## config.mk

```make
export PLATFORM = sky130hd
export DESIGN_NAME = hazard_unit
export DESIGN_NICKNAME = d
export VERILOG_FILES = /design/src/cpu_pkg.sv /design/src/hazard_unit.sv
export SDC_FILE = /design/constraint.sdc
export NUM_CORES = 1
export LEC_CHECK = 0
export BUFFER_PORTS_ARGS = -buffer_cell sky130_fd_sc_hd__buf_2
export CORE_MARGIN = 1
export CORE_UTILIZATION = 20
export DETAILED_ROUTE_END_ITERATION = 7
export GPL_TIMING_DRIVEN = 0
export PLACE_DENSITY = 0.89
export SETUP_SLACK_MARGIN = 0.4
export SYNTH_ARGS = -nofsm -noshare
export SYNTH_HDL_FRONTEND = slang
export SYNTH_SLANG_ARGS = --single-unit
```

## constraint.sdc

```tcl
create_clock -name vclk -period 1.02
set_input_delay 0.102 -clock vclk [all_inputs]
set_output_delay 0.102 -clock vclk [all_outputs]
set_load 0.01 [all_outputs]
```

## src/cpu_pkg.sv

```systemverilog
package cpu_pkg;

  localparam int DATA_WIDTH     = 32;
  localparam int REG_ADDR_WIDTH = 5;
  localparam int IMM_WIDTH      = 16;
  localparam int MEM_ADDR_WIDTH = 6;
  localparam int QUEUE_DEPTH    = 4;

  typedef enum logic [5:0] {
    NOP  = 6'd0,
    ADD  = 6'd1,
    SUB  = 6'd2,
    AND  = 6'd3,
    OR   = 6'd4,
    SLT  = 6'd5,
    ADDI = 6'd6,
    ORI  = 6'd7,
    LW   = 6'd8,
    SW   = 6'd9
  } opcode_e;

  typedef enum logic [2:0] {
    ALU_ADD,
    ALU_SUB,
    ALU_AND,
    ALU_OR,
    ALU_SLT
  } alu_op_e;

  // register-register reading
  typedef struct packed {
    opcode_e                   opcode;
    logic [REG_ADDR_WIDTH-1:0] rs;
    logic [REG_ADDR_WIDTH-1:0] rt;
    logic [REG_ADDR_WIDTH-1:0] rd;
    logic [DATA_WIDTH-$bits(opcode_e)-3*REG_ADDR_WIDTH-1:0] tail;
  } r_fields_t;

  // immediate reading
  typedef struct packed {
    opcode_e                   opcode;
    logic [REG_ADDR_WIDTH-1:0] rs;
    logic [REG_ADDR_WIDTH-1:0] rt;
    logic [IMM_WIDTH-1:0]      imm;
  } i_fields_t;

  typedef union packed {
    r_fields_t r;
    i_fields_t i;
  } inst_u;

  typedef struct packed {
    logic    reg_write;
    logic    mem_read;
    logic    mem_write;
    logic    alu_src_imm;
    logic    dst_is_rd;
    alu_op_e alu_op;
  } ctrl_t;

  typedef enum logic [1:0] {
    FWD_RF,
    FWD_MEM,
    FWD_WB
  } fwd_sel_e;

  typedef struct packed {
    logic                      valid;
    logic [REG_ADDR_WIDTH-1:0] dest;
    logic [DATA_WIDTH-1:0]     data;
  } wb_t;

endpackage

```

## src/hazard_unit.sv

```systemverilog
`timescale 1ns/10ps

module hazard_unit (
  input  logic [cpu_pkg::REG_ADDR_WIDTH-1:0] ex_rs,
  input  logic [cpu_pkg::REG_ADDR_WIDTH-1:0] ex_rt,
  input  cpu_pkg::wb_t                       mem_stage,
  input  cpu_pkg::wb_t                       wb_stage,
  output cpu_pkg::fwd_sel_e                  fwd_a,
  output cpu_pkg::fwd_sel_e                  fwd_b,
  input  logic [cpu_pkg::REG_ADDR_WIDTH-1:0] id_rs,
  input  logic [cpu_pkg::REG_ADDR_WIDTH-1:0] id_rt,
  input  logic                               ex_load,
  input  logic [cpu_pkg::REG_ADDR_WIDTH-1:0] ex_dst,
  output logic                               stall
);

  // youngest producer wins
  function automatic cpu_pkg::fwd_sel_e pick(input logic [cpu_pkg::REG_ADDR_WIDTH-1:0] src);
    if (src != '0 && mem_stage.valid && mem_stage.dest == src) begin
      return cpu_pkg::FWD_MEM;
    end else if (src != '0 && wb_stage.valid && wb_stage.dest == src) begin
      return cpu_pkg::FWD_WB;
    end
    return cpu_pkg::FWD_RF;
  endfunction

  always_comb begin
    fwd_a = pick(ex_rs);
    fwd_b = pick(ex_rt);
  end

  // load result not ready until write-back
  assign stall = ex_load && ex_dst != '0 && (ex_dst == id_rs || ex_dst == id_rt);

endmodule

```

==> metrics.md <==
| Metric | Value |
|---|---|
| Peak supply drop | 198 uV |
| Synth Net Count | 153 |
| Area post-placement | 677 um2 |
| Vias in the first global route | 550 |
| Die X | 48.3 um |
| Mean post-synth cell area | 8.39 um2 |
| Netlist Area Pre-Place | 428 um2 |
| RSZ-0062 raised after global routing | yes |
| GRT Total Usage | 0.148 |
| Clk network pwr share | 0 |
| Setup slack after layout | -356 ps |
| Top cells by area, synth | xnor2_1, xor2_1, nor4_2 |
| NumNets Final | 202 |
| Comb pwr share | 1.000 |
| Fmax | 0.727 GHz |
| Measured slew at the worst slew-check pin | 266 ps |
| Io pins | 107 |
| Sequential fraction of the synthesis area | 0 |
| CP Max Fanout | 2 |
| Lkg Pwr | 0.000335 uW |
| Part of the cycle the worst path needs | 1.35 |
| Vias per Instance | 4.53 |
| Most common cell after layout, fill and taps aside | buf_2 |
| Largest area contributor in the netlist | xnor2_1 |
| Setup CP Type | in -> out |
| Fillers | 206 |
| Setup Total Neg Slack | -1150 ps |
| Sw Pwr | 145 uW |
| Core area | 1980 um2 |
| Inserted Diodes | 0 |
| First-pass GRT wire length | 2.42 mm |
| Int Pwr | 171 uW |
| Hold WC Path Type | in -> out |
| Post-synth top area share | 0.409 |
| DR iter-0 viols | 0 |
| CLK BUF | 0 |
| Crit path cell chain | buf_8 > or4_4 > nor2_4 > nor4_4 > nor4_2 > buf_2 |
| Hold violation count in the final report | 0 |
| DP Wirelength | 1.29 mm |
| WP data required | 920 ps |
| FFs & Latches | 0 |
| Ys Warns | 0 |
| Tmin final | 1380 ps |
| Flop pwr share | 0 |
| Final WL | 1.65 mm |
| Design area | 801 um2 |
| Share of layout cells above drive strength 1 | 0.602 |
| Fin Hold WS | 544 ps |
| Metal3 WL | 40 um |
| Pin count of the biggest net entering global routing | 4 |
| Sw Ratio | 0.459 |
| Slowest-stage cell, CP | or4_4 |
| Total grt overflow | 0 |
| Initial DRT Pass Iterations | 1 |
| Max incr delay on CP | 530 ps |
| Port bufs | 43 |
| Reg area | 0 um2 |
| Failing checks | setup timing |
| Worst setup SP type | input port |
| Die height | 48.3 um |
| Routability cong. | 0.738 |
| WL met1 | 595 um |
| Initial antenna violation count | 0 |
| Crit path arrival time | 1270 ps |
| Avg WL per Cell | 13.2 um |
| Initial Utilization | 0.216 |
| Cell Pwr Density | 394 nW/um2 |
| Final Setup Violations | 5 |
| Via Count | 566 |
| Max cap viols | 0 |
| Core Rows | 16 |
| Top sig layer | met4 |
| Outcome | finished with violations |
| Mapped Cells | 51 |
| Most frequent cells in the layout | buf_2, xnor2_1, xor2_1 |
| Crit path capture type | output pin |
| Full die area | 2330 um2 |
| Rel. slew slack | 0.822 |
| Area Overhead vs Synth | 87.1% |
| DRC viols | 0 |
| Met2 WL | 987 um |
| Post-route ant nets | 0 |
| Slew Viols, Final | 0 |
| Post-synthesis cell type count | 12 |
==> power groups by stage <==
stage,clock network [uW],registers (uW),logic (uW)
floorplan,0,0,125
global placement,0,0,252
detailed placement,0,0,260
CTS,0,0,297
global route,0,0,338
finish,0,0,316
==> logic make-up (layout without fill, tap and decap cells) <==
family	after synthesis	count (layout)	share of synthesized area
buffers and inverters	0	47	0
AOI/OAI and AO/OA	2	2	0.0234
xor gates and xnor gates	30	30	0.614
and+or+nand+nor	19	19	0.363
==> Yosys cell counts <==
master and count:
xnor2_1 20, xor2_1 10, nand4_1 4, nor4_2 4, nand2_1 2, nand3_1 2, nor2_4 2, nor3_1 2
or4_4 2, a21oi_1 1, o21ai_0 1, or4_1 1
==> routing by layer <==
layer	vias to the layer above	global-route usage
li1	276	-
met1	270	0.160
met2	18	0.315
met3	2	0.00370
met4	0	0.0222
met5	-	0
==> worst max-delay path: cells and delay by family <==
kind / cells / cell delay [ps]
AND/OR/NAND/NOR: 4 / 910
buffers and inverters: 2 / 260
==> final timing paths <==
path,slack (ps),depth (start not counted),start,endpoint
worst max-delay path,-360,6,ex_rs[1],fwd_a[1]
worst min-delay path,540,4,wb_stage[37],fwd_a[1]
==> stage by stage <==
step	total power, uW	cells	utilization	setup slack, ps
2_1_floorplan	125	51	-	-211
3_3_place_gp	252	121	0.342	-394
3_5_place_dp	260	121	0.342	-404
4_1_cts	297	124	0.386	-361
5_1_grt	338	125	0.404	-442
6_report	316	125	0.404	-356
==> repair_timing <==
action	in CTS	in global routing
hold buffers	0	0
endpoints found under the setup margin	5	5
pin swaps	6	10
buffers inserted	3	1
resized for setup	15	5
==> layout make-up <==
cell class                 count  area (um2)  share of cell area
multi-input combinational     51         469               0.586
tap                           27        33.8              0.0422
timing repair buffer          47         298               0.372
No activity file was read; power rests on OpenSTA's default activity.
