File: src/cpu_pkg.sv
package cpu_pkg;

  localparam int DATA_WIDTH     = 32;
  localparam int REG_ADDR_WIDTH = 5;
  localparam int IMM_WIDTH      = 16;
  localparam int MEM_ADDR_WIDTH = 6;
  localparam int QUEUE_DEPTH    = 4;

  typedef enum logic [5:0] {
    NOP  = 6'd0,
    ADD  = 6'd1,
    SUB  = 6'd2,
    AND  = 6'd3,
    OR   = 6'd4,
    SLT  = 6'd5,
    ADDI = 6'd6,
    ORI  = 6'd7,
    LW   = 6'd8,
    SW   = 6'd9
  } opcode_e;

  typedef enum logic [2:0] {
    ALU_ADD,
    ALU_SUB,
    ALU_AND,
    ALU_OR,
    ALU_SLT
  } alu_op_e;

  // register-register reading
  typedef struct packed {
    opcode_e                   opcode;
    logic [REG_ADDR_WIDTH-1:0] rs;
    logic [REG_ADDR_WIDTH-1:0] rt;
    logic [REG_ADDR_WIDTH-1:0] rd;
    logic [DATA_WIDTH-$bits(opcode_e)-3*REG_ADDR_WIDTH-1:0] tail;
  } r_fields_t;

  // immediate reading
  typedef struct packed {
    opcode_e                   opcode;
    logic [REG_ADDR_WIDTH-1:0] rs;
    logic [REG_ADDR_WIDTH-1:0] rt;
    logic [IMM_WIDTH-1:0]      imm;
  } i_fields_t;

  typedef union packed {
    r_fields_t r;
    i_fields_t i;
  } inst_u;

  typedef struct packed {
    logic    reg_write;
    logic    mem_read;
    logic    mem_write;
    logic    alu_src_imm;
    logic    dst_is_rd;
    alu_op_e alu_op;
  } ctrl_t;

  typedef enum logic [1:0] {
    FWD_RF,
    FWD_MEM,
    FWD_WB
  } fwd_sel_e;

  typedef struct packed {
    logic                      valid;
    logic [REG_ADDR_WIDTH-1:0] dest;
    logic [DATA_WIDTH-1:0]     data;
  } wb_t;

endpackage

File: src/data_mem.sv
`timescale 1ns/10ps

module data_mem (
  input  logic                               clk,
  input  logic                               rst,
  input  logic [cpu_pkg::MEM_ADDR_WIDTH-1:0] addr,
  input  logic [cpu_pkg::DATA_WIDTH-1:0]     wdata,
  input  logic                               write,
  output logic [cpu_pkg::DATA_WIDTH-1:0]     rdata
);

  logic [cpu_pkg::DATA_WIDTH-1:0] words [2**cpu_pkg::MEM_ADDR_WIDTH];

  // combinational read for loads
  assign rdata = words[addr];

  always_ff @(posedge clk) begin
    if (rst) begin
      for (int i = 0; i < 2**cpu_pkg::MEM_ADDR_WIDTH; i++) begin
        words[i] <= '0;
      end
    end else if (write) begin
      words[addr] <= wdata;
    end
  end

endmodule

File: config.mk
export PLATFORM = sky130hd
export DESIGN_NAME = data_mem
export DESIGN_NICKNAME = d
export VERILOG_FILES = /design/src/cpu_pkg.sv /design/src/data_mem.sv
export SDC_FILE = /design/constraint.sdc
export NUM_CORES = 2
export LEC_CHECK = 0
export ABC_CLOCK_PERIOD_IN_PS = 2900
export BUFFER_PORTS_ARGS = -buffer_cell sky130_fd_sc_hd__buf_2
export CORE_ASPECT_RATIO = 1.2
export CORE_UTILIZATION = 45
export CTS_CLUSTER_SIZE = 20
export DETAILED_ROUTE_END_ITERATION = 12
export GPL_TIMING_DRIVEN = 1
export SYNTH_ARGS = -nofsm -noshare
export SYNTH_HDL_FRONTEND = slang
export SYNTH_SLANG_ARGS = --single-unit
File: constraint.sdc
create_clock -name clk -period 2.9 [get_ports clk]
set_input_delay 0.145 -clock clk [delete_from_list [all_inputs] [get_ports clk]]
set_output_delay 0.145 -clock clk [all_outputs]
set_load 0.01 [all_outputs]
==> flow_metrics.py <==
metrics = {
    "run": {
        "maxCapViolations": 0,
    },
    "die": {
        "die_w_um": 417,
        "dieArea_sq_mm": 0.208,
        "fp-row-count": 182,
        "core_sq_mm": 0.205,
        "initial_core_util_pct": 45.3,
        "die_h_um": 499,
        "io_pins": 73,
    },
    "place": {
        "dp_hpwl_um": 201000,
        "portBuffers": 72,
        "place_ws_ns": -0.723,
        "place_congestion": 0.934,
    },
    "yosys": {
        "yosys_warnings": 0,
        "synth-edff-count": 2048,
        "ys_async_sr_fraction_pct": 0,
        "ys_types": 57,
        "yosysTopAreaCell": "edfxtp_1",
        "synth_common_cells": "and2_1, edfxtp_1, clkbuf_1",
        "yosysMostFrequentCell": "and2_1",
        "synth.top_cell.area_share_pct": 66.3,
        "syn_area_sq_mm": 0.0928,
        "synth-seq-cells": 2048,
        "avgSynthCellArea_sq_um": 13.3,
        "syn-num-nets": 7011,
        "netlist_instances": 6970,
        "synth_area_leaders": "edfxtp_1, and2_1, a22oi_1, a221oi_1, clkbuf_1",
        "synth_top_flop_cell": "edfxtp_1",
        "seq_area_frac_synth_pct": 66.3,
    },
    "worst_setup_path": {
        "worst_path_max_delay_cell": "or3_4",
        "worstPathRequired_ns": 2.76,
        "critPathKind": "register to output pin",
        "end_kind": "output pin",
        "cp_num_buf_inv": 2,
        "crit_start": "words[45][19]",
        "cp.arrival_ns": 3.26,
        "path_max_fanout": 1,
        "crit_end": "rdata[19]",
        "crit_top_cell": "buf_6",
        "crit_chain": "a221oi_2 -> nor3_2 -> nor4_4 -> buf_6 -> o211ai_1 -> or3_4 -> buf_6",
        "path_depth": 7,
        "start_kind": "register",
        "critical-path-max-stage-delay_ns": 0.51,
        "cp_top_family": "simple AND/OR/NAND/NOR gates",
    },
    "cells_and_area": {
        "regMostFlops": "words",
        "area_delta_synth_final_pct": 18.2,
        "largest_reg_flops": 2048,
        "largest_registers": "words: 2048 flops",
        "fin_nets": 7262,
        "drive_gt1_share_pct": 22.6,
        "final_util_pct": 53.5,
    },
    "global_route": {
        "grt_pass1_vias": 60100,
        "grt_max_degree": 65,
        "grt_pass1_wl_um": 445000,
        "grt_antenna_before_repair": 20,
        "gr-total-overflow": 0,
        "gr-usage-all-layers_pct": 29.9,
    },
    "sta": {
        "postLayoutSetupSlackWorst_ns": -0.502,
        "rsz0062_at_grt": "true",
        "slew_viol_final": 0,
        "final.min_clock_period_ns": 3.40,
        "finalCritPeriodShare_pct": 117,
        "tightest_slew_ns": 1.09,
        "setup_violations": 31,
        "relSlewSlack_pct": 27.3,
        "finalHoldViolCount": 0,
        "fmax_ghz": 0.294,
    },
    "clock_network": {
        "htree_levels": 4,
        "cts_max_path_buffers": 3,
        "cts_tree": "done",
        "root_buffer": "clkbuf_16",
        "numCtsBuffers": 201,
        "cts_num_sinks": 2048,
        "clk_pin_slew_ns": 0.06,
        "post_cts_buffers": 0,
    },
    "route": {
        "avgViaCountPerCell": 6.14,
        "post-route-drc-count": 0,
        "drtAntennaViolNets": 0,
        "num_vias": 61800,
        "wl_per_cell_um": 31.4,
        "drtIter0Drc": 8422,
        "wirelength_um": 316000,
        "dr.pass1.iters": 9,
    },
    "pwr": {
        "peakVddDrop_mv": 0.558,
        "power_density_mw_per_mm2": 606,
        "leakage_nw": 38.6,
    },
    "run_status": {
        "status": "finished, violations left",
        "violations": "setup timing",
    },
    "min_path": {
        "hold_path_class": "input pin to register",
    },
}
==> logic make-up after synthesis <==
logic type	after synthesis	share of synthesized area (%)
AOI/OAI and AO/OA	1326	10.3
DFF	2048	66.3
muxes	287	3.69
buffers and inverters	773	3.41
and+or+nand+nor	2536	16.4
==> layer usage <==
layer	wire, um	global-route usage, %	vias up
met4	20500	16.9	2
met1	120000	39.2	31500
met5	11	0	-
met2	148000	47.8	3320
li1	-	-	26300
met3	26700	4.12	662
==> tightest hold or removal path, delay by kind of cell <==
family	cells	cell delay [ns]
buf+inv	2	0.36
simple gates	1	0.19
==> through the flow <==
step / setup TNS, ns / total power [mW] / area (sq um) / hold WS (ns) / std cells
after global placement: -51.07 / 41.1 / 101000 / 0.662 / 9690
after floorplan: 0 / 37.7 / 92800 / 0.604 / 6970
after global routing: -10.25 / 68.0 / 110000 / 0.0227 / 10100
after CTS: -9.41 / 66.5 / 109000 / 0.00113 / 10100
final: -8.54 / 66.5 / 110000 / 0.0601 / 10100
after detailed placement: -49.63 / 41.2 / 101000 / 0.678 / 9690
==> area by class of cell <==
cell class                      instances  area (sq um)
Timing Repair Buffer                  818          8340
Sequential cell                      2048         61500
Inverter                                3          18.8
Multi-Input combinational cell       4149         30300
Antenna cell                            5          12.5
Clock buffer                          254          5290
Tap cell                             2668          3340
Clock inverter                        113           900
Fill cell                           16800         95200
==> what timing repair did <==
item / in CTS / in global routing
hold endpoints to repair: 384 / 0
resized for setup: 353 / 102
gates cloned: 0 / 0
hold buffers: 16 / 0
endpoints found under the setup margin: 32 / 32
pin swaps: 93 / 78
==> worst min-delay path by stage <==
| stage | startpoint | to | slack (ns) | depth (start not counted) |
|---|---|---|---|---|
| floorplan | wdata[31] | words[2][31] | 0.60 | 2 |
| finish | wdata[21] | words[15][21] | 0.06 | 3 |
| global placement | wdata[27] | words[14][27] | 0.66 | 2 |
| CTS | wdata[24] | words[39][24] | 0.001 | 2 |
| global route | wdata[24] | words[35][24] | 0.02 | 2 |
| detailed placement | wdata[27] | words[12][27] | 0.68 | 2 |
==> report_power, final <==
group	total (mW)	switching [mW]	leakage (nW)	internal, mW
Clock	25.3	11.5	3.02	13.8
Sequential	34.5	0.480	19.5	34.0
Combinational	6.70	4.33	16.1	2.38
==> layout by cell type, fill, tap and decap left out, types with 41 or more instances in the layout <==
cell       netlist  routed
buf_12           0     167
a221oi_2         2      64
edfxtp_1      2048    2048
a221oi_1       291     220
o22ai_1        162     126
nor2_1         180     134
clkbuf_1       566      50
mux2_2         101      87
buf_4           18     558
clkinv_1         0      50
or2_2           83      82
mux2i_1        152     149
nor2_2          18      62
o21ai_0        170     111
and2_1        2051    2049
a221o_1         41      41
nand2_1         80      80
a22oi_1        374     335
clkbuf_16        0     204
a21oi_1        136     105
Power figures use the tool's default switching activity.
