File: src/cpu_pkg.sv
package cpu_pkg;

  localparam int DATA_WIDTH     = 32;
  localparam int REG_ADDR_WIDTH = 5;
  localparam int IMM_WIDTH      = 16;
  localparam int MEM_ADDR_WIDTH = 6;
  localparam int QUEUE_DEPTH    = 4;

  typedef enum logic [5:0] {
    NOP  = 6'd0,
    ADD  = 6'd1,
    SUB  = 6'd2,
    AND  = 6'd3,
    OR   = 6'd4,
    SLT  = 6'd5,
    ADDI = 6'd6,
    ORI  = 6'd7,
    LW   = 6'd8,
    SW   = 6'd9
  } opcode_e;

  typedef enum logic [2:0] {
    ALU_ADD,
    ALU_SUB,
    ALU_AND,
    ALU_OR,
    ALU_SLT
  } alu_op_e;

  // register-register reading
  typedef struct packed {
    opcode_e                   opcode;
    logic [REG_ADDR_WIDTH-1:0] rs;
    logic [REG_ADDR_WIDTH-1:0] rt;
    logic [REG_ADDR_WIDTH-1:0] rd;
    logic [DATA_WIDTH-$bits(opcode_e)-3*REG_ADDR_WIDTH-1:0] tail;
  } r_fields_t;

  // immediate reading
  typedef struct packed {
    opcode_e                   opcode;
    logic [REG_ADDR_WIDTH-1:0] rs;
    logic [REG_ADDR_WIDTH-1:0] rt;
    logic [IMM_WIDTH-1:0]      imm;
  } i_fields_t;

  typedef union packed {
    r_fields_t r;
    i_fields_t i;
  } inst_u;

  typedef struct packed {
    logic    reg_write;
    logic    mem_read;
    logic    mem_write;
    logic    alu_src_imm;
    logic    dst_is_rd;
    alu_op_e alu_op;
  } ctrl_t;

  typedef enum logic [1:0] {
    FWD_RF,
    FWD_MEM,
    FWD_WB
  } fwd_sel_e;

  typedef struct packed {
    logic                      valid;
    logic [REG_ADDR_WIDTH-1:0] dest;
    logic [DATA_WIDTH-1:0]     data;
  } wb_t;

endpackage

File: src/inst_queue.sv
`timescale 1ns/10ps

module inst_queue (
  input  logic           clk,
  input  logic           rst,
  input  logic           push,
  input  cpu_pkg::inst_u push_inst,
  input  logic           pop,
  output logic           head_valid,
  output cpu_pkg::inst_u head,
  output logic           credit_return
);

  cpu_pkg::inst_u entries [cpu_pkg::QUEUE_DEPTH];
  logic [$clog2(cpu_pkg::QUEUE_DEPTH)-1:0]   wr_ptr;
  logic [$clog2(cpu_pkg::QUEUE_DEPTH)-1:0]   rd_ptr;
  logic [$clog2(cpu_pkg::QUEUE_DEPTH+1)-1:0] count;
  logic full;

  assign head_valid = (count != '0);
  assign full       = (count == $bits(count)'(cpu_pkg::QUEUE_DEPTH));
  assign head       = entries[rd_ptr];

  always_ff @(posedge clk) begin
    if (push) begin
      entries[wr_ptr] <= push_inst;
    end
  end

  always_ff @(posedge clk) begin
    if (rst) begin
      wr_ptr        <= '0;
      rd_ptr        <= '0;
      count         <= '0;
      credit_return <= 1'b0;
    end else begin
      if (push) begin
        wr_ptr <= wr_ptr + 1'b1;
      end
      if (pop) begin
        rd_ptr <= rd_ptr + 1'b1;
      end
      case ({push, pop})
        2'b10:   count <= count + 1'b1;
        2'b01:   count <= count - 1'b1;
        default: count <= count;
      endcase
      // one credit back per issued instruction
      credit_return <= pop;
    end
  end

  // sender must respect its credits
  assert property (@(posedge clk) disable iff (rst) !(push && full))
    else $error("instruction pushed into a full queue");

  assert property (@(posedge clk) disable iff (rst) !(pop && !head_valid))
    else $error("issue from an empty queue");

endmodule

File: config.mk
export PLATFORM = sky130hd
export DESIGN_NAME = inst_queue
export DESIGN_NICKNAME = d
export VERILOG_FILES = /design/src/cpu_pkg.sv /design/src/inst_queue.sv
export SDC_FILE = /design/constraint.sdc
export NUM_CORES = 1
export LEC_CHECK = 0
export BUFFER_PORTS_ARGS = -buffer_cell sky130_fd_sc_hd__buf_2
export CAP_MARGIN = 20
export CORE_ASPECT_RATIO = 1.2
export CORE_UTILIZATION = 50
export DETAILED_ROUTE_END_ITERATION = 12
export GPL_TIMING_DRIVEN = 0
export HOLD_SLACK_MARGIN = 0.12
export PLACE_DENSITY = 0.76
export SYNTH_ARGS = -nofsm -noshare
export SYNTH_HDL_FRONTEND = slang
export SYNTH_SLANG_ARGS = --single-unit
File: constraint.sdc
create_clock -name clk -period 3 [get_ports clk]
set_clock_uncertainty 0.2 [all_clocks]
set_input_delay 0.45 -clock clk [delete_from_list [all_inputs] [get_ports clk]]
set_output_delay 0.45 -clock clk [all_outputs]
set_load 0.005 [all_outputs]
==> results of run 1 <==
## stage by stage
step	setup slack (ns)	power [uW]	cell area, sq um	hold slack (ns)	util (%)
after floorplan	1.076	2504	5104	0.2533	-
after global placement	0.4113	2655	5602	0.2657	56.24
after detailed placement	0.8756	2666	5607	0.2866	56.29
after CTS	0.6201	4585	6476	0.1698	65.03
after global routing	0.5977	4700	6476	0.2007	65.03
final	0.6554	4539	6476	0.1777	65.03
## metal layers
| layer | global-route usage [%] | up-vias | wire, um |
|---|---|---|---|
| li1 | - | 1115 | - |
| met1 | 19.73 | 1203 | 3304 |
| met2 | 28.55 | 57 | 4384 |
| met3 | 5.691 | 13 | 307 |
| met4 | 8.000 | 0 | 153 |
| met5 | 0 | - | 0 |
## state kept, by name, indices dropped and copies added, names as in the netlist, named ones only
signal	cells
entries	128
count	3
rd_ptr	2
wr_ptr	2
credit_return	1
## power by group
part / switching, uW / internal [uW] / total (uW)
Clock: 692 / 1200 / 1890
Combinational: 189 / 228 / 416
Sequential: 26.8 / 2210 / 2240
## worst min-delay path by stage
stage                        start        end  cells after the start
after detailed placement  count[2]   count[2]                      2
after floorplan           count[2]   count[2]                      2
final                         push  wr_ptr[0]                      3
after CTS                     push  wr_ptr[0]                      3
after global routing          push  wr_ptr[0]                      3
after global placement    count[2]   count[2]                      2
## cells by family after synthesis
group	Yosys count	share of synthesized area (%)
adders and majority gates	6	1.618
muxes	34	14.66
buffers and inverters	11	1.986
and+or+nand+nor	15	1.446
DFF	138	79.24
AOI/OAI and AO/OA	2	0.1959
xor gates and xnor gates	5	0.8582
## critical path: stages (launching register included)
cell and delay (ns):
dfxtp_1 0.32, buf_6 0.14, buf_12 0.15, mux4_2 0.52, buf_2 0.14
## synth_stat cells, drive strengths merged
cell	number
or3	2
buf	7
nor2	7
nor2b	1
and2	4
inv	3
edfxtp	128
nand2	1
ha	5
o21ai	1
a21oi	1
xnor2	3
mux4	32
clkbuf	1
xor2	2
mux2i	2
fa	1
dfxtp	10
## cell type report
class / instances / share of cell area, %
clock inverters: 11 / 1.642
inverters: 3 / 0.1739
clock buffers: 19 / 6.685
flip-flops and latches: 138 / 62.44
multi-input cells: 62 / 14.88
plain buffers: 8 / 1.391
repair buffers: 101 / 10.36
well taps: 126 / 2.434
## repair_timing
item                      4_1_cts  5_1_grt
gates resized for setup         0        0
hold endpoints to repair      129        0
hold buffers                   33        0
==> flow_summary.ini, run 1 <==
[status]
outcome = finished with violations
violations = DRC

[power_and_ir_drop]
power_leakage_uw = 0.002289
powerDensity_nw_per_um2 = 700.9
peakVddDrop_mv = 0.5298

[yosys]
post_synth_num_cell_types = 21
synth_top_area_share_pct = 75.31
synth_cells = 211
ys_seq_area_share_pct = 79.24
synth.avg_cell_area_sq_um = 24.19
yosys_warnings = 0
synth_nets = 253
yosysTopAreaCell = edfxtp_1
synth.area.top_cells = edfxtp_1 75%, mux4_2 13%, dfxtp_1 3.9%, ha_1 1.2%, buf_12 1.2%
synth_area_sq_um = 5104
synth-seq-cells = 138

[drt]
via_count = 2388
via_per_inst = 5.103
first_pass_iters = 8
first_iter_violations = 84
wl_per_cell_um = 17.41
wirelength_um = 8149
drc = 1
ant_nets = 0

[floorplan]
core_sq_um = 9960
dieArea_sq_um = 10620
rows = 40
die_y_um = 112.7
die_w_um = 94.23
ios = 70
start_util_pct = 51.24

[clock_tree]
cts_buffers = 17
cts_tree = done
clk_pin_slew_ns = 0.05
clock_sinks = 138
worstSkewPairLatency_ns = 0.41
cts_setup_buffers = 0
root_buffer = clkbuf_16
clockBufferDepth = 2
htree_levels = 4

[grt]
grt_pass1_wl_um = 12520
grtUsageTotal_pct = 17.09
grt_max_degree = 33
grt_pass1_vias = 2482
overflow = 0
grt_antenna_before_repair = 0

[critical_path]
critical_path_peak_fanout = 10
r2r-start = wr_ptr[0]
crit_arrival_ns = 1.69
cp-endpoint = head[11]
reg2reg_slack_ns = 1.11
cp-end-kind = output port
worst_ep_required_time_ns = 2.35
start_kind = register
r2r_cells = 3
crit_type = reg2out
rr_endpoint = entries[2][17]

[finish]
antenna_cells = 0
stdcell_count = 468
n_fill_cell = 664
nNetsFinal = 373
area_growth_pct = 26.89
drive_above_1_share_pct = 39.47
seq_area_sq_um = 4044
final_common_cell = edfxtp_1
multiInputGateArea_sq_um = 963.4
layout_common_cells = 128 x edfxtp_1, 71 x buf_2, 33 x dlygate4sd3_1, 30 x mux4_2, 17 x clkbuf_16

[sta]
slew_headroom_pct = 40.28
max_freq_mhz = 426.5
final.min_clock_period_ns = 2.345
worst_slew_pin_slew_ns = 0.8958
final_hold_viol_count = 0
slew_viol_final = 0
finalSetupViolations = 0
setup-tns-final_ns = 0
rsz0062_at_grt = false
fin_crit_sh_pct = 78.15

[job]
maxCapViolations = 0

[place]
dp.cells = 405
routabilityCongestion = 0.6599
io_buffer_count = 68
detailed_place_hpwl_um = 4640

[min_path]
hold_class = in2reg
(Power assumes the default switching activity.)
==> run 2: changes to the inputs <==
==> constraint.sdc (replaced) <==
create_clock -name clk -period 2.35 [get_ports clk]
set_clock_uncertainty 0.2 [all_clocks]
set_input_delay 0.3525 -clock clk [delete_from_list [all_inputs] [get_ports clk]]
set_output_delay 0.3525 -clock clk [all_outputs]
set_load 0.005 [all_outputs]
==> run 2 against run 1 <==
  * The flow still finishes with violations (DRC)
  * Utilization increased by 0.40 points
  * Global-route usage up 0.14 points
  * Cell area is 0.62% higher
  * Largest cell class unchanged
  * First-iteration DRC count rose by 9.5%
  * Cell count rose by 0.85%
  * Via count increased by 0.42%
  * Critical path depth did not move
  * Combinational power grew 29%
  * Count of clock-buffer cells in the layout unchanged
  * Critical endpoint unchanged
==> flow_summary.ini, run 2 (synthesized netlist as in run 1, its figures left out) <==
[status]
outcome = finished with violations
violations = DRC

[min_path]
min_from = count[2]
hold_depth = 2
min_to = count[2]
hold_class = reg2reg

[floorplan]
die_w_um = 94.23
core_sq_um = 9960
ios = 70
dieArea_sq_um = 10620
die_y_um = 112.7
start_util_pct = 51.24
rows = 40

[critical_path]
crit_buf_inv = 3
rr_endpoint = entries[2][17]
crit_type = reg2out
critical_path_peak_fanout = 10
crit_arrival_ns = 1.70
crit_slowest_cell = mux4_2
r2r_cells = 3
r2r-start = wr_ptr[0]
max_stage_delay_ns = 0.52
worst_ep_required_time_ns = 1.80
start_kind = register
reg2reg_slack_ns = 0.45
cp_cell_sequence = buf_6, buf_12, mux4_2, buf_2
critical-path-top-delay-family = multiplexers
cp-end-kind = output port

[finish]
top_register = entries
stdcell_count = 472
area_growth_pct = 27.68
layout_common_cells = 128 x edfxtp_1, 71 x buf_2, 37 x dlygate4sd3_1, 30 x mux4_2, 17 x clkbuf_16
nNetsFinal = 377
final_core_util_pct = 65.43
drive_above_1_share_pct = 39.02
antenna_cells = 0
reg_top3 = entries x128, count x3
final_common_cell = edfxtp_1
largest_reg_flops = 128

[clock_tree]
cts_setup_buffers = 0
clock_sinks = 138
worstSkewPairLatency_ns = 0.41
cts_tree = done
cts_buffers = 17
htree_levels = 4
clk_pin_slew_ns = 0.05
clockBufferDepth = 2
root_buffer = clkbuf_16

[grt]
overflow = 0
grt_antenna_before_repair = 0
grtUsageTotal_pct = 17.22
grt_pass1_vias = 2503
grt_max_degree = 33
grt_pass1_wl_um = 12630

[place]
dp.cells = 405
pre_cts_ws_ns = 0.3231
io_buffer_count = 68
routabilityCongestion = 0.6599
detailed_place_hpwl_um = 4640

[drt]
via_per_inst = 5.081
first_pass_iters = 8
wirelength_um = 8232
first_iter_violations = 92
ant_nets = 0
via_count = 2398
wl_per_cell_um = 17.44
drc = 1

[sta]
fin_crit_sh_pct = 95.67
max_freq_mhz = 444.8
finalSetupViolations = 0
slew_headroom_pct = 39.96
slew_viol_final = 0
worst_slew_pin_slew_ns = 0.9005
final_hold_viol_count = 0
final.min_clock_period_ns = 2.248
fin_hold_ws_ns = 0.2940
rsz0062_at_grt = false
fin_ws_ns = 0.1018

[power_and_ir_drop]
power_leakage_uw = 0.002309
powerDensity_nw_per_um2 = 890.1
peakVddDrop_mv = 0.6763
total_power_uw = 5800

[job]
maxCapViolations = 0
==> run 2: power by group <==
| part | switching [uW] | internal, uW |
|---|---|---|
| combinational | 242 | 296 |
| clock | 882 | 1530 |
| sequential | 34.6 | 2820 |
| total | 1160 | 4640 |
==> run 2: area by class of cell <==
| class | instances | area [sq um] |
|---|---|---|
| Tap cell | 126 | 157.7 |
| Clock buffer | 19 | 432.9 |
| Timing Repair Buffer | 105 | 710.7 |
| Sequential cell | 138 | 4044 |
| Fill cell | 658 | 3443 |
| Multi-Input combinational cell | 62 | 963.4 |
| Buffer | 8 | 90.09 |
| Inverter | 3 | 11.26 |
| Clock inverter | 11 | 106.4 |
==> run 2: worst max path at each step <==
stage / from / to / slack (ns) / cells past startpoint
final: register / head[11] / 0.10 / 4
after global routing: register / head[11] / 0.05 / 4
after CTS: register / head[19] / 0.07 / 4
after detailed placement: push / count[2] / 0.32 / 7
after global placement: wr_ptr[0] / entries[2][15] / -0.16 / 3
after floorplan: wr_ptr[0] / entries[2][0] / 0.43 / 3
==> run 2: per-layer routing <==
layer	part of all wire, %	vias up	track usage [%]
met3	4.3	13	5.691
met2	53	67	28.74
met1	40	1196	19.98
met5	0	-	0
met4	1.9	0	8.000
li1	-	1122	-
==> run 2: worst reg2reg max path, cell delays in order (launching register included) <==
cell,delay [ns]
dfxtp_1,0.34
inv_1,0.09
ha_1,0.13
and2_2,0.73
==> run 2: timing repair <==
action                    4_1_cts  5_1_grt
gates resized for setup         0        0
hold endpoints to repair      136        0
hold buffers                   37        0
==> run 2: metrics by stage <==
stage	setup TNS, ns	area (sq um)
after detailed placement	0	5607
after global placement	-17.59	5602
after CTS	0	6516
after floorplan	0	5104
final	0	6516
after global routing	0	6516
