===== config.mk =====
export PLATFORM = sky130hd
export DESIGN_NAME = alu
export DESIGN_NICKNAME = d
export VERILOG_FILES = /design/src/cpu_pkg.sv /design/src/alu.sv
export SDC_FILE = /design/constraint.sdc
export NUM_CORES = 1
export LEC_CHECK = 0
export BUFFER_PORTS_ARGS = -buffer_cell sky130_fd_sc_hd__buf_2
export CAP_MARGIN = 20
export CORE_ASPECT_RATIO = 1.4
export CORE_MARGIN = 3
export CORE_UTILIZATION = 50
export DETAILED_ROUTE_END_ITERATION = 10
export GPL_ROUTABILITY_DRIVEN = 1
export GPL_TIMING_DRIVEN = 0
export PLACE_DENSITY = 0.77
export SETUP_SLACK_MARGIN = 0.3
export SLEW_MARGIN = 20
export SYNTH_ARGS = -nofsm -noshare
export SYNTH_HDL_FRONTEND = slang
export SYNTH_SLANG_ARGS = --single-unit
export TNS_END_PERCENT = 10

===== constraint.sdc =====
create_clock -name vclk -period 5.9
set_input_delay 0.885 -clock vclk [all_inputs]
set_output_delay 0.885 -clock vclk [all_outputs]
set_load 0.01 [all_outputs]

===== src/cpu_pkg.sv =====
package cpu_pkg;

  localparam int DATA_WIDTH     = 32;
  localparam int REG_ADDR_WIDTH = 5;
  localparam int IMM_WIDTH      = 16;
  localparam int MEM_ADDR_WIDTH = 6;
  localparam int QUEUE_DEPTH    = 4;

  typedef enum logic [5:0] {
    NOP  = 6'd0,
    ADD  = 6'd1,
    SUB  = 6'd2,
    AND  = 6'd3,
    OR   = 6'd4,
    SLT  = 6'd5,
    ADDI = 6'd6,
    ORI  = 6'd7,
    LW   = 6'd8,
    SW   = 6'd9
  } opcode_e;

  typedef enum logic [2:0] {
    ALU_ADD,
    ALU_SUB,
    ALU_AND,
    ALU_OR,
    ALU_SLT
  } alu_op_e;

  // register-register reading
  typedef struct packed {
    opcode_e                   opcode;
    logic [REG_ADDR_WIDTH-1:0] rs;
    logic [REG_ADDR_WIDTH-1:0] rt;
    logic [REG_ADDR_WIDTH-1:0] rd;
    logic [DATA_WIDTH-$bits(opcode_e)-3*REG_ADDR_WIDTH-1:0] tail;
  } r_fields_t;

  // immediate reading
  typedef struct packed {
    opcode_e                   opcode;
    logic [REG_ADDR_WIDTH-1:0] rs;
    logic [REG_ADDR_WIDTH-1:0] rt;
    logic [IMM_WIDTH-1:0]      imm;
  } i_fields_t;

  typedef union packed {
    r_fields_t r;
    i_fields_t i;
  } inst_u;

  typedef struct packed {
    logic    reg_write;
    logic    mem_read;
    logic    mem_write;
    logic    alu_src_imm;
    logic    dst_is_rd;
    alu_op_e alu_op;
  } ctrl_t;

  typedef enum logic [1:0] {
    FWD_RF,
    FWD_MEM,
    FWD_WB
  } fwd_sel_e;

  typedef struct packed {
    logic                      valid;
    logic [REG_ADDR_WIDTH-1:0] dest;
    logic [DATA_WIDTH-1:0]     data;
  } wb_t;

endpackage


===== src/alu.sv =====
`timescale 1ns/10ps

module alu (
  input  logic [cpu_pkg::DATA_WIDTH-1:0] op_a,
  input  logic [cpu_pkg::DATA_WIDTH-1:0] op_b_reg,
  input  logic [cpu_pkg::IMM_WIDTH-1:0]  imm,
  input  cpu_pkg::ctrl_t                 ctrl,
  output logic [cpu_pkg::DATA_WIDTH-1:0] result,
  output logic [cpu_pkg::DATA_WIDTH-1:0] store_data
);

  logic [cpu_pkg::DATA_WIDTH-1:0] op_b;

  // immediate is zero-extended
  assign op_b = ctrl.alu_src_imm ?
                {{(cpu_pkg::DATA_WIDTH-cpu_pkg::IMM_WIDTH){1'b0}}, imm} : op_b_reg;

  assign store_data = op_b_reg;

  always_comb begin
    case (ctrl.alu_op)
      cpu_pkg::ALU_SUB: result = op_a - op_b;
      cpu_pkg::ALU_AND: result = op_a & op_b;
      cpu_pkg::ALU_OR:  result = op_a | op_b;
      cpu_pkg::ALU_SLT: begin
        result = {{(cpu_pkg::DATA_WIDTH-1){1'b0}}, $signed(op_a) < $signed(op_b)};
      end
      default:          result = op_a + op_b;
    endcase
  end

endmodule


==> results.sh, run 1 <==
export IMPL_power_total_w=0.0007088
export IMPL_end_kind="primary output"
export IMPL_hold_viol_final=0
export IMPL_rows=44
export IMPL_dp_hpwl_mm=15.09
export IMPL_portBuffers=147
export IMPL_arrival_ps=4600
export IMPL_chipHeight_um=128.9
export IMPL_die_area_um2=12100
export IMPL_syn_nets=999
export IMPL_period_share_pct=93.02
export IMPL_hold_ws_ps=2053
export IMPL_initial_core_util_pct=51.60
export IMPL_slew_headroom_pct=43.36
export IMPL_grt_max_degree=11
export IMPL_syn_mean_instance_area_um2=6.697
export IMPL_worst_slack_ps=412.1
export IMPL_worst_path_max_delay_cell="o311ai_0"
export IMPL_cts_setup_buffers=0
export IMPL_routedWlPerCell_um=17.03
export IMPL_cp_num_buf_inv=4
export IMPL_die_w_um=93.81
export IMPL_ios=152
export IMPL_track_usage_pct=29.23
export IMPL_antenna_found_initial=1
export IMPL_final_cell_area_um2=6332
export IMPL_drv_slew=0
export IMPL_placed_area_um2=6306
export IMPL_ctsResizeCount=7
export IMPL_grt_pass1_vias=5930
export IMPL_drt_total_wl_mm=18.60
export IMPL_crit_top_cell="buf_2"
export IMPL_vdd_drop_max_mv=0.06313
export IMPL_drive_gt1_share_pct=21.62
export IMPL_max_freq_ghz=0.1822
export IMPL_coreArea_um2=10460
export IMPL_nets=1148
export IMPL_power_frac_clock_pct=0
export IMPL_crit_chain="buf_2 -> buf_2 -> mux2i_1 -> inv_1 -> ha_1 -> fa_1 -> nor2_1 -> o311ai_0 -> a211oi_2 -> nor2_1 -> o21ai_2 -> a211oi_1 -> o21ai_1 -> xnor2_1 -> a221oi_1 -> buf_2"
export IMPL_area_growth_pct=17.32
export IMPL_seq_area_um2=0
export IMPL_yosys_cell_types_count=77
export IMPL_finalCriticalPeriod_ps=5488
export IMPL_holdBufCountCts=0
export IMPL_dr_pass1_iters=5
export IMPL_crit_type="input port to primary output"
export IMPL_vias=6457
export IMPL_rsz0062_at_grt="yes"
export IMPL_top_layer="met4"
export IMPL_drv_cap=0
export IMPL_syn_cell_area_um2=5398
export IMPL_p_leak_nw=3.320
export IMPL_dr_first_iter_drc_count=576
export IMPL_crit_required_ps=5020
export IMPL_wl_met3_mm=1.217
export IMPL_grt_first_pass_wirelength_mm=28.60
export IMPL_gp_congestion=1.021
export IMPL_switching_share_pct=60.15
export IMPL_setup_violations=0
export IMPL_cpPeakStageDelay_ps=670
export IMPL_fillers=1085
export IMPL_yosysSeqAreaShare_pct=0
export IMPL_cp_max_fo=10
export IMPL_min_path_cells=3
export IMPL_layout_common_cells="buf_2, ha_1, inv_1"
export IMPL_globalRoute_totalOverflow=0
export IMPL_dp_slack_ps=-159.0
export IMPL_synthCells=806
export IMPL_ys_warn_count=0
export IMPL_min_path_type="input port to primary output"
export IMPL_m1WireLength_mm=7.036
export IMPL_comb_power_share_pct=100.0
export IMPL_status="completed"
export IMPL_critPathTopFamily="compound AO/OA/AOI/OAI gates"
export IMPL_worstMarginPinSlew_ps=843.5
export IMPL_p_sw_w=0.0004263
export IMPL_start_kind="input port"
export IMPL_cp_depth=16
export IMPL_wl_met2_mm=9.562
export IMPL_seqPwrFrac_pct=0
export IMPL_drc=0
export IMPL_power_density_nw_per_um2=111.9
export IMPL_tns_ps=0
export IMPL_antenna_left=0
export IMPL_clock_buffers=0
export IMPL_vias_per_cell=5.913
export IMPL_p_int_w=0.0002825
export IMPL_layout_commonest_cell="buf_2"
export IMPL_seq_cell_count=0
## power groups by stage
stage | registers, W | clock network, W | logic (W)
final | 0 | 0.0000000000227 | 0.000709
after CTS | 0 | 0 | 0.000697
after global placement | 0 | 0 | 0.000687
after global routing | 0 | 0.0000000000227 | 0.000780
after floorplan | 0 | 0 | 0.000477
after detailed placement | 0 | 0 | 0.000691
## through the flow
step	instances	utilization, %
finish	1092	60.54
global route	1092	60.54
CTS	1091	60.49
detailed placement	1091	60.29
global placement	1091	60.29
floorplan	806	-
## cells by family (layout without fill, tap and decap cells)
logic type / Yosys count / after routing / share of synthesized area [%]
other: 0 / 1 / 0
buffers and inverters: 166 / 313 / 14.07
XOR/XNOR: 12 / 12 / 1.947
multiplexers: 20 / 20 / 3.709
AO/OA/AOI/OAI: 274 / 274 / 35.33
adder cells (fa/ha/maj): 106 / 106 / 24.80
AND/OR/NAND/NOR: 228 / 228 / 20.14
## per-layer routing
layer  track usage, %  vias up
li1                 -     3148
met1            33.70     2975
met2            55.54      280
met3            1.228       54
met4            11.65        0
met5                0        -
## worst paths after layout
check / from / endpoint / slack [ps]
hold / removal: op_b_reg[9] / store_data[9] / 2050
setup / recovery: ctrl[4] / result[22] / 410
## cells in the mapped netlist, types with 7 or more instances
master | count | area share, %
a211oi_1 | 13 | 1.8
a21o_1 | 12 | 1.7
a21oi_1 | 63 | 5.8
a221o_1 | 7 | 1.3
a221oi_1 | 13 | 2.1
buf_4 | 32 | 4.5
clkbuf_1 | 25 | 1.7
ha_1 | 103 | 24
inv_1 | 102 | 7.1
mux2i_1 | 20 | 3.7
nand2_1 | 59 | 4.1
nand2b_1 | 27 | 3.1
nand3_1 | 13 | 1.2
nor2_1 | 71 | 4.9
nor3_1 | 23 | 2.1
o211ai_1 | 9 | 1.3
o21ai_0 | 41 | 3.8
o21ai_1 | 10 | 0.93
o21bai_1 | 11 | 1.5
o221ai_1 | 11 | 1.8
o22ai_1 | 17 | 2.0
o31ai_1 | 8 | 1.1
xnor2_1 | 8 | 1.3
## final cells by class
class | instances | area, µm² | area share, %
multi-input combinational | 640 | 4657 | 73.54
timing repair buffer | 147 | 735.7 | 11.62
inverter | 103 | 386.6 | 6.106
buffer | 63 | 377.9 | 5.967
tap | 138 | 172.7 | 2.727
antenna | 1 | 2.502 | 0.03952
Power figures use the tool's default switching activity.
==> inputs of run 2 (changes only) <==
- ABC_AREA: unset -> 1
- PLACE_DENSITY: 0.77 -> 0.75
==> run 2 against run 1 <==
Compared with the run above:
- sequential share of layout area is the same
- largest power group unchanged
- synthesized area is 21% higher
- highest routed layer unchanged
- hold slack gained 0.73 ps
- non-clock buffer count shrank 3
==> results.sh, run 2 <==
export IMPL_rows=48
export IMPL_area_growth_pct=14.22
export IMPL_syn_nets=1451
export IMPL_synth_adder_area_share_pct=20.33
export IMPL_max_freq_ghz=0.1981
export IMPL_critPathTopFamily="buffers and inverters"
export IMPL_initial_core_util_pct=52.08
export IMPL_yosys_top_cells_area="ha_1, nand2_1, inv_1"
export IMPL_track_usage_pct=35.37
export IMPL_vdd_drop_max_mv=0.04596
export IMPL_synth_commonest_cells="nand2_1, inv_1, nor2_1"
export IMPL_cpPeakStageDelay_ps=450
export IMPL_tns_ps=0
export IMPL_end_kind="primary output"
export IMPL_die_area_um2=14500
export IMPL_use_met2_pct=66.00
export IMPL_synthSimpleGateAreaFrac_pct=43.00
export IMPL_syn_cell_area_um2=6538
export IMPL_seq_cell_count=0
export IMPL_dp_slack_ps=568.2
export IMPL_grt_pass1_vias=7781
export IMPL_placed_area_um2=7466
export IMPL_synth_xor_area_share_pct=0.8038
export IMPL_dr_pass1_iters=5
export IMPL_cp_max_fo=10
export IMPL_dp_hpwl_mm=22.55
export IMPL_die_w_um=102.6
export IMPL_antenna_found_initial=0
export IMPL_worst_slack_ps=852.1
export IMPL_grt_busiest_layer="met2"
export IMPL_cts_setup_buffers=0
export IMPL_crit_type="input port to primary output"
export IMPL_power_frac_clock_pct=0
export IMPL_grt_max_degree=11
export IMPL_muxShareOfSynthArea_pct=0
export IMPL_switching_share_pct=66.02
export IMPL_chipHeight_um=141.3
export IMPL_status="completed"
export IMPL_worstMarginPinSlew_ps=882.5
export IMPL_drive_gt1_share_pct=18.78
export IMPL_synth_top_family_by_area="simple AND/OR/NAND/NOR gates"
export IMPL_ios=152
export IMPL_comb_power_share_pct=100.0
export IMPL_setup_violations=0
export IMPL_layout_common_cells="nand2_1, inv_1, buf_2"
export IMPL_portBuffers=148
export IMPL_p_sw_w=0.0005297
export IMPL_crit_required_ps=5020
export IMPL_crit_top_cell="nand2_1"
export IMPL_drt_total_wl_mm=26.21
export IMPL_clock_buffers=0
export IMPL_start_kind="input port"
export IMPL_worst_path_max_delay_cell="clkbuf_1"
export IMPL_yosys_cell_types_count=40
export IMPL_yosys_area_top_type="ha_1"
export IMPL_drv_slew=0
export IMPL_final_cell_area_um2=7467
export IMPL_finalCriticalPeriod_ps=5048
export IMPL_coreArea_um2=12550
export IMPL_layout_commonest_cell="nand2_1"
export IMPL_period_share_pct=85.56
export IMPL_crit_chain="buf_2 -> inv_1 -> clkbuf_2 -> clkbuf_1 -> nand2_1 -> ha_1 -> a21oi_1 -> nand2_1 -> nand2_1 -> nand3_1 -> a21oi_1 -> nand3_1 -> nand2_1 -> nand2_1 -> nand3_1 -> buf_2"
export IMPL_num_antenna_cells=0
export IMPL_synth_compound_area_share_pct=15.75
export IMPL_globalRoute_totalOverflow=0
export IMPL_nets=1601
export IMPL_syn_mean_instance_area_um2=5.197
export IMPL_p_int_w=0.0002726
export IMPL_p_leak_nw=4.692
export IMPL_post_synth_top_count_cell="nand2_1"
export IMPL_drv_cap=0
export IMPL_arrival_ps=4160
export IMPL_routedWlPerCell_um=16.85
export IMPL_dr_first_iter_drc_count=457
export IMPL_hold_viol_final=0
export IMPL_rsz0062_at_grt="no"
export IMPL_met1_usage_pct=38.35
export IMPL_yosysSeqAreaShare_pct=0
export IMPL_power_density_nw_per_um2=107.4
export IMPL_seqPwrFrac_pct=0
export IMPL_synthCells=1258
export IMPL_cp_num_buf_inv=5
export IMPL_final_core_utilization_pct=59.49
export IMPL_antenna_left=0
export IMPL_vias_per_cell=5.327
export IMPL_slew_headroom_pct=41.17
export IMPL_seq_area_um2=0
export IMPL_min_path_type="input port to primary output"
export IMPL_met3_usage_pct=2.017
export IMPL_gp_congestion=1.035
export IMPL_ys_warn_count=0
export IMPL_power_total_w=0.0008022
export IMPL_drc=0
export IMPL_synth_top_cell_area_share_pct=19.71
export IMPL_vias=8289
export IMPL_grt_first_pass_wirelength_mm=39.61
export IMPL_holdBufCountCts=0
[run 2: repair_timing]
item / CTS / global route
hold endpoints to repair: 0 / 0
gates resized for setup: 0 / 2
endpoints found under the setup margin: 0 / 1
[run 2: power groups by stage]
stage	logic (W)	registers, W	clock network [W]
after CTS	0.000789	0	0
after detailed placement	0.000785	0	0
after global placement	0.000781	0	0
final	0.000802	0	0
after floorplan	0.000522	0	0
after global routing	0.000886	0	0
[run 2: area by class of cell]
cell class                 count  area (µm²)
buffer                        59       381.6
fill                        1444        5085
inverter                     249       934.6
multi-input combinational    950        5223
tap                          150       187.7
timing repair buffer         148       740.7
[run 2: worst paths after layout]
check             slack (ps)             end    startpoint  depth (start not counted)
setup / recovery         850      result[31]       ctrl[4]                         16
hold / removal          2050  store_data[12]  op_b_reg[12]                          3
[run 2: cell families after synthesis]
group,count (synthesis)
and+or+nand+nor,653
buffers and inverters,308
AOI/OAI and AO/OA,186
adders and majority gates,105
xor gates and xnor gates,6
[run 2: metal layers]
| metal | vias up | share of wire [%] |
|---|---|---|
| met5 | - | 0 |
| met4 | 0 | 6.9 |
| met3 | 79 | 5.4 |
| met2 | 332 | 51 |
| met1 | 3674 | 37 |
| li1 | 4204 | - |
[run 2: metrics by stage]
stage | hold slack (ps) | instances
2_1_floorplan | 1862 | 1258
3_3_place_gp | 2050 | 1556
3_5_place_dp | 2054 | 1556
4_1_cts | 2056 | 1556
5_1_grt | 2062 | 1556
6_report | 2053 | 1556
